**config.mk**
```make
export PLATFORM = sky130hd
export DESIGN_NAME = packetizer
export DESIGN_NICKNAME = d
export VERILOG_FILES = /design/src/hdl/fifoPkg.sv /design/src/hdl/packetPkg.sv /design/src/hdl/burstCtrl.sv /design/src/hdl/fastFifo.sv /design/src/hdl/flushTimer.sv /design/src/hdl/packetizer.sv /design/src/hdl/syncFifo.sv
export SDC_FILE = /design/constraint.sdc
export NUM_CORES = 1
export LEC_CHECK = 0
export BUFFER_PORTS_ARGS = -buffer_cell sky130_fd_sc_hd__buf_2
export CAP_MARGIN = 0
export CORE_MARGIN = 2
export CORE_UTILIZATION = 30
export DETAILED_ROUTE_END_ITERATION = 10
export SLEW_MARGIN = 20
export SYNTH_ARGS = -nofsm -noshare
export SYNTH_HDL_FRONTEND = slang
export SYNTH_SLANG_ARGS = --single-unit
```
**constraint.sdc**
```tcl
create_clock -name clk -period 4.4 [get_ports clk]
set_input_delay 0.22 -clock clk [delete_from_list [all_inputs] [get_ports clk]]
set_output_delay 0.22 -clock clk [all_outputs]
set_load 0.01 [all_outputs]
```
**src/hdl/fifoPkg.sv**
```systemverilog
package fifoPkg;

    // word and ring geometry
    localparam int DataWidth = 16;
    localparam int DepthLog2 = 5;   // 32 slots, one kept free to tell full from empty

    // accepted read to output beat
    localparam int ReadLatency = 3;

    // one data word
    typedef logic [DataWidth-1:0] word_t;

    // occupancy, also the width of the ring heads
    typedef logic [DepthLog2-1:0] usedw_t;

endpackage

```
**src/hdl/packetPkg.sv**
```systemverilog
package packetPkg;

    localparam int BurstLen = 8;        // longest packet in words
    localparam int FlushTimeout = 16;   // idle cycles before a partial packet goes out

    typedef logic [4:0] timer_t;        // flush timer count
    typedef logic [3:0] beatCount_t;    // words left in the current packet

    // controller states
    typedef enum logic [1:0] {
        Idle,
        Burst,
        Drain
    } ctrlState_t;

    // framing flags that ride along with a read
    typedef struct packed {
        logic first;
        logic last;
    } beatTag_t;

    // one outgoing beat
    typedef struct packed {
        logic           valid;
        logic           first;
        logic           last;
        fifoPkg::word_t data;
    } beat_t;

endpackage

```
**src/hdl/burstCtrl.sv**
```systemverilog
`timescale 1ns/1ps

module burstCtrl (
    input  logic                clk,
    input  logic                rst,
    input  logic                hold,
    input  fifoPkg::usedw_t     usedw,
    input  logic                empty,
    input  logic                expired,
    output logic                timerEnable,
    input  logic                outLast,
    output logic                readEnable,
    output packetPkg::beatTag_t readTag
);

    packetPkg::ctrlState_t state;
    packetPkg::beatCount_t remaining;
    logic firstPending;     // next read opens the packet
    logic enoughWords;
    logic startPacket;
    logic finalRead;

    assign enoughWords = (usedw >= fifoPkg::usedw_t'(packetPkg::BurstLen));

    // timer only runs while words wait and a packet could start
    assign timerEnable = (state == packetPkg::Idle) && !hold && !empty;
    assign startPacket = timerEnable && (enoughWords || expired);

    assign readEnable = (state == packetPkg::Burst);
    assign finalRead = (remaining == packetPkg::beatCount_t'(1));

    always_comb begin
        readTag.first = readEnable && firstPending;
        readTag.last = readEnable && finalRead;
    end

    always_ff @(posedge clk) begin
        if (rst) begin
            state <= packetPkg::Idle;
            remaining <= '0;
            firstPending <= 1'b0;
        end else begin
            case (state)
                packetPkg::Idle: begin
                    if (startPacket) begin
                        state <= packetPkg::Burst;
                        firstPending <= 1'b1;
                        // smaller of usedw and BurstLen
                        if (enoughWords) begin
                            remaining <= packetPkg::beatCount_t'(packetPkg::BurstLen);
                        end else begin
                            remaining <= packetPkg::beatCount_t'(usedw);
                        end
                    end
                end
                packetPkg::Burst: begin
                    firstPending <= 1'b0;
                    remaining <= remaining - 1'b1;
                    if (finalRead) begin
                        state <= packetPkg::Drain;
                    end
                end
                packetPkg::Drain: begin
                    if (outLast) begin        // last beat left the pipe
                        state <= packetPkg::Idle;
                    end
                end
                default: state <= packetPkg::Idle;
            endcase
        end
    end

    // packet length was latched from occupancy, so reads never underflow
    assert property (@(posedge clk) disable iff (rst)
        readEnable |-> !empty)
        else $error("burstCtrl: read issued on an empty FIFO");

endmodule

```
**src/hdl/fastFifo.sv**
```systemverilog
`timescale 1ns/1ps

module fastFifo (
    input  logic                clk,
    input  logic                rst,
    input  logic                writeEnable,
    input  fifoPkg::word_t      dataIn,
    output logic                full,
    output fifoPkg::usedw_t     usedw,
    input  logic                readEnable,
    input  packetPkg::beatTag_t readTag,
    output logic                empty,
    output packetPkg::beat_t    outBeat
);

    logic writeAccepted;
    logic readAccepted;
    fifoPkg::word_t headWord;

    packetPkg::beat_t pipeIn;
    packetPkg::beat_t pipe [fifoPkg::ReadLatency];

    // protect the ring against overflow and underflow
    assign writeAccepted = writeEnable && !full;
    assign readAccepted = readEnable && !empty;

    syncFifo fifo_i (
        .clk         (clk),
        .rst         (rst),
        .writeEnable (writeAccepted),
        .dataIn      (dataIn),
        .readEnable  (readAccepted),
        .dataOut     (headWord),
        .empty       (empty),
        .full        (full),
        .usedw       (usedw)
    );

    // head word is taken in the same cycle the read is accepted
    always_comb begin
        pipeIn.valid = readAccepted;
        pipeIn.first = readTag.first;
        pipeIn.last = readTag.last;
        pipeIn.data = headWord;
    end

    // delay pipe, only valid bits are cleared on reset
    always_ff @(posedge clk) begin
        pipe[0] <= pipeIn;
        for (int i = 1; i < fifoPkg::ReadLatency; i++) begin
            pipe[i] <= pipe[i-1];
        end
        if (rst) begin
            for (int i = 0; i < fifoPkg::ReadLatency; i++) begin
                pipe[i].valid <= 1'b0;
            end
        end
    end

    assign outBeat = pipe[fifoPkg::ReadLatency-1];

    // a full ring can lose at most one word per cycle
    assert property (@(posedge clk) disable iff (rst)
        (usedw == '1) |=> (usedw != '0))
        else $error("fastFifo: occupancy went from full to empty in one cycle");

    // nothing may leave the pipe right after reset
    assert property (@(posedge clk)
        rst |=> !outBeat.valid)
        else $error("fastFifo: valid beat on the cycle after reset");

endmodule

```
**src/hdl/flushTimer.sv**
```systemverilog
`timescale 1ns/1ps

module flushTimer (
    input  logic clk,
    input  logic rst,
    input  logic enable,
    output logic expired
);

    packetPkg::timer_t count;
    logic atLimit;

    // last cycle of a run of FlushTimeout enabled cycles
    assign atLimit = (count == packetPkg::timer_t'(packetPkg::FlushTimeout - 1));
    assign expired = enable && atLimit;

    always_ff @(posedge clk) begin
        if (rst) begin
            count <= '0;
        end else if (!enable) begin
            count <= '0;                // any gap restarts the run
        end else if (atLimit) begin
            count <= '0;                // pulse, then start a new run
        end else begin
            count <= count + 1'b1;
        end
    end

endmodule

```
**src/hdl/packetizer.sv**
```systemverilog
`timescale 1ns/1ps

module packetizer (
    input  logic             clk,
    input  logic             rst,
    input  logic             writeEnable,
    input  fifoPkg::word_t   dataIn,
    output logic             full,
    input  logic             hold,
    output packetPkg::beat_t outBeat
);

    fifoPkg::usedw_t usedw;
    logic empty;
    logic readEnable;
    packetPkg::beatTag_t readTag;
    logic timerEnable;
    logic expired;
    logic outLast;

    assign outLast = outBeat.valid && outBeat.last;   // closes the packet in flight

    fastFifo fifo_i (
        .clk         (clk),
        .rst         (rst),
        .writeEnable (writeEnable),
        .dataIn      (dataIn),
        .full        (full),
        .usedw       (usedw),
        .readEnable  (readEnable),
        .readTag     (readTag),
        .empty       (empty),
        .outBeat     (outBeat)
    );

    flushTimer timer_i (
        .clk     (clk),
        .rst     (rst),
        .enable  (timerEnable),
        .expired (expired)
    );

    burstCtrl ctrl_i (
        .clk         (clk),
        .rst         (rst),
        .hold        (hold),
        .usedw       (usedw),
        .empty       (empty),
        .expired     (expired),
        .timerEnable (timerEnable),
        .outLast     (outLast),
        .readEnable  (readEnable),
        .readTag     (readTag)
    );

endmodule

```
**src/hdl/syncFifo.sv**
```systemverilog
`timescale 1ns/1ps

module syncFifo (
    input  logic            clk,
    input  logic            rst,
    input  logic            writeEnable,
    input  fifoPkg::word_t  dataIn,
    input  logic            readEnable,
    output fifoPkg::word_t  dataOut,
    output logic            empty,
    output logic            full,
    output fifoPkg::usedw_t usedw
);

    // ring storage, one slot always left free
    fifoPkg::word_t mem [1 << fifoPkg::DepthLog2];

    fifoPkg::usedw_t writeHead;
    fifoPkg::usedw_t readHead;

    assign usedw = writeHead - readHead;    // wraps by unsigned overflow
    assign empty = (usedw == '0);
    assign full = (usedw == '1);            // 31 words held
    assign dataOut = mem[readHead];         // showahead, head word always visible

    // heads
    always_ff @(posedge clk) begin
        if (rst) begin
            writeHead <= '0;
            readHead <= '0;
        end else begin
            if (writeEnable) begin
                writeHead <= writeHead + 1'b1;
            end
            if (readEnable) begin
                readHead <= readHead + 1'b1;
            end
        end
    end

    // storage write
    always_ff @(posedge clk) begin
        if (writeEnable) begin
            mem[writeHead] <= dataIn;
        end
    end

endmodule

```
==> reports/metrics.yaml <==
outcome: "complete, no violations"
syn_area_um2: 22200
syn_inst: 1011
drc: 0
wl_per_cell_um: 22.6
clockBufferDepth: 3
routabilityCongestion: 0.775
synth_seq_cells: 596
power.leakage_uw: 0.00790
finalClockSkew_ps: 31.1
yosys_warnings: 0
core_region_area_um2: 73200
ir_worst_vdd_uv: 313
cts_setup_buffers: 0
fillers: 6654
drive_gt1_frac: 0.334
critPathLaunchType: "flop"
design_area_um2: 25700
nets: 1121
crit_fanout: 13
min_path_type: "input pin to flop"
gr-usage-all-layers: 0.123
cts_max_level: 2
synth.distinct_cells: 39
ant_nets: 0
arrival_ps: 3960
dpl_cell_area_um2: 23700
worstSetupEndpointType: "flop"
cts_tree: "built"
worstMarginPinSlew_ps: 981
numCtsBuffers: 58
syn2layout_area_growth_pct: 15.4
rsz0062_at_grt: "no"
critPathSlowestCell: "dfxtp_1"
grt_pass1_vias: 10025
wirelength_um: 47300
synth_top_area_cell: "edfxtp_1"
first_pass_iters: 5
grt_pass1_wl_um: 69100
relSlewSlack: 0.346
crit_chain: "inv_1 -> ha_1 -> fa_1 -> nand2b_1 -> a21oi_1 -> xnor2_2 -> o31a_1 -> nand2_1 -> nor2_1 -> buf_4"
io_pins: 40
fin_crit_sh: 0.827
clock_sinks: 596
drv_slew: 0
cp_slowest_stage_delay_ps: 430
die_w_um: 276
via_per_inst: 4.76
final_hold_viol_count: 0
fmax_mhz: 275
io_buffers: 39
antenna_found_initial: 1
syn-num-nets: 1045
critPathBufInv: 2
seqCellArea_um2: 17100
synth_top_area_share: 0.692
synth-seq-area-share: 0.767
die_area_um2: 76300
final_util: 0.350
gr-total-overflow: 0
multiInputGateArea_um2: 4830
layout_min_cycle_time_ps: 3640
avgSynthCellArea_um2: 22.0
dp_hpwl_um: 29100
start_util: 0.304
rows: 99
path_delay_family: "simple AND/OR/NAND/NOR gates"
fp.dieH_um: 276
crit_required_ps: 4720
clk_pin_slew_ps: 60
maxCapViolations: 0
setup_viol: 0
critPathKind: "flop to flop"
grt_max_degree: 50
routed-via-count: 9984
synthTopCellsByArea: "edfxtp_1 (69%), mux4_2 (16%), dfxtp_1 (7.6%)"
cts_root_buf: "clkbuf_16"
clk_latency_ps: 630
setup_tns_ps: 0
power_density_nw_per_um2: 464
first_iter_violations: 1038
==> report_power, final <==
| part | leakage (uW) | switching, uW | internal, uW | total, uW |
|---|---|---|---|---|
| combinational | 0.00161 | 364 | 266 | 631 |
| sequential | 0.00531 | 55.4 | 6240 | 6290 |
| clock | 0.000982 | 2080 | 2910 | 4990 |
| total | 0.00790 | 2500 | 9410 | 11900 |
==> cells in the final DEF (no fill, tap or decap), types with 9 or more instances in the layout <==
cell type / n
a21oi_1: 11
buf_2: 39
nand2_1: 11
nand3_1: 9
clkbuf_1: 9
clkbuf_16: 61
inv_1: 15
buf_4: 34
edfxtp_1: 512
dfxtp_1: 80
mux4_2: 160
ha_1: 13
mux2_2: 17
nor2_1: 45
clkbuf_8: 13
nor2_2: 16
==> worst reg2reg max path, stage by stage (launching register included) <==
cell	delay [ps]
dfxtp_1	430
inv_1	130
ha_1	240
fa_1	400
nand2b_1	170
a21oi_1	210
xnor2_2	240
o31a_1	360
nand2_1	430
nor2_1	440
buf_4	310
==> logic make-up after synthesis <==
| logic type | count (synthesis) | synth area share |
|---|---|---|
| AOI/OAI and AO/OA | 27 | 0.00895 |
| xor gates and xnor gates | 10 | 0.00462 |
| adders and majority gates | 14 | 0.00822 |
| buffers and inverters | 76 | 0.0173 |
| DFF | 596 | 0.767 |
| muxes | 179 | 0.172 |
| and+or+nand+nor | 109 | 0.0220 |
==> what timing repair did <==
item                      CTS  global route
hold buffers                1             0
hold endpoints to repair    2             0
gates resized for setup     0             0
==> state kept, by name, summed over array words and instances, names as in the netlist, named ones only <==
| signal | cells |
|---|---|
| ctrl_i.firstPending | 1 |
| ctrl_i.remaining | 4 |
| ctrl_i.state | 2 |
| fifo_i.fifo_i.mem | 512 |
| fifo_i.fifo_i.readHead | 5 |
| fifo_i.fifo_i.writeHead | 5 |
| fifo_i.pipe | 57 |
| timer_i.count | 5 |
==> final cells by class <==
| type | instances | share of cell area |
|---|---|---|
| diodes | 1 | 0.0000975 |
| well taps | 959 | 0.0468 |
| inverters | 15 | 0.00219 |
| multi-input cells | 339 | 0.188 |
| clock buffers | 91 | 0.0694 |
| clock inverters | 18 | 0.00785 |
| flip-flops and latches | 596 | 0.665 |
| repair buffers | 77 | 0.0203 |
==> metrics by stage <==
stage | setup WS (ps) | hold WS, ps | cells | total power (uW)
2_1_floorplan | 1180 | 310 | 1011 | 6790
3_3_place_gp | 907 | 313 | 1985 | 7040
3_5_place_dp | 798 | 312 | 1985 | 7050
4_1_cts | 799 | 2.33 | 2095 | 12000
5_1_grt | 614 | 36.9 | 2095 | 12300
6_report | 762 | 26.3 | 2096 | 11900
==> routing by layer <==
layer  vias up  routed length, um  global-route usage
li1       4282                  -                   -
met1      5300              21700               0.181
met2       337              20800               0.177
met3        65               3790              0.0321
met4         0               1070              0.0387
met5         -                  0                   0
==> worst paths after layout <==
check,start,end,slack (ps),depth (start not counted)
max,fifo_i.fifo_i.writeHead[0]$_SDFFE_PP0P_,fifo_i.fifo_i.mem[5][4]$_DFFE_PP_,760,10
min,rst,ctrl_i.state[0]$_SDFFE_PP0P_,30,2
max reg2reg,fifo_i.fifo_i.writeHead[0]$_SDFFE_PP0P_,fifo_i.fifo_i.mem[5][4]$_DFFE_PP_,760,10
min reg2reg,fifo_i.pipe[0][5]$_DFF_P_,fifo_i.pipe[0][24]$_DFF_P_,330,0
==> cell usage after synthesis <==
cell	instances
a21o_1	2
a21oi_1	11
a311oi_1	2
a31oi_1	3
a31oi_2	1
and2_1	1
and3_1	2
buf_1	4
buf_2	11
buf_4	23
clkbuf_1	23
dfxtp_1	84
edfxtp_1	512
fa_1	1
ha_1	13
inv_1	15
mux2_2	17
mux2i_1	2
mux4_2	160
nand2_1	11
nand2b_1	3
nand3_1	9
nand3b_1	2
nand4_1	1
nor2_1	61
nor2b_1	4
nor3_1	6
o21a_1	2
o21ai_0	2
o311ai_4	1
o31a_1	1
o32a_1	2
or2_2	2
or3_1	5
or3b_2	1
or4_1	1
xnor2_1	5
xnor2_2	2
xor2_1	3
No activity file was read; power rests on OpenSTA's default activity.
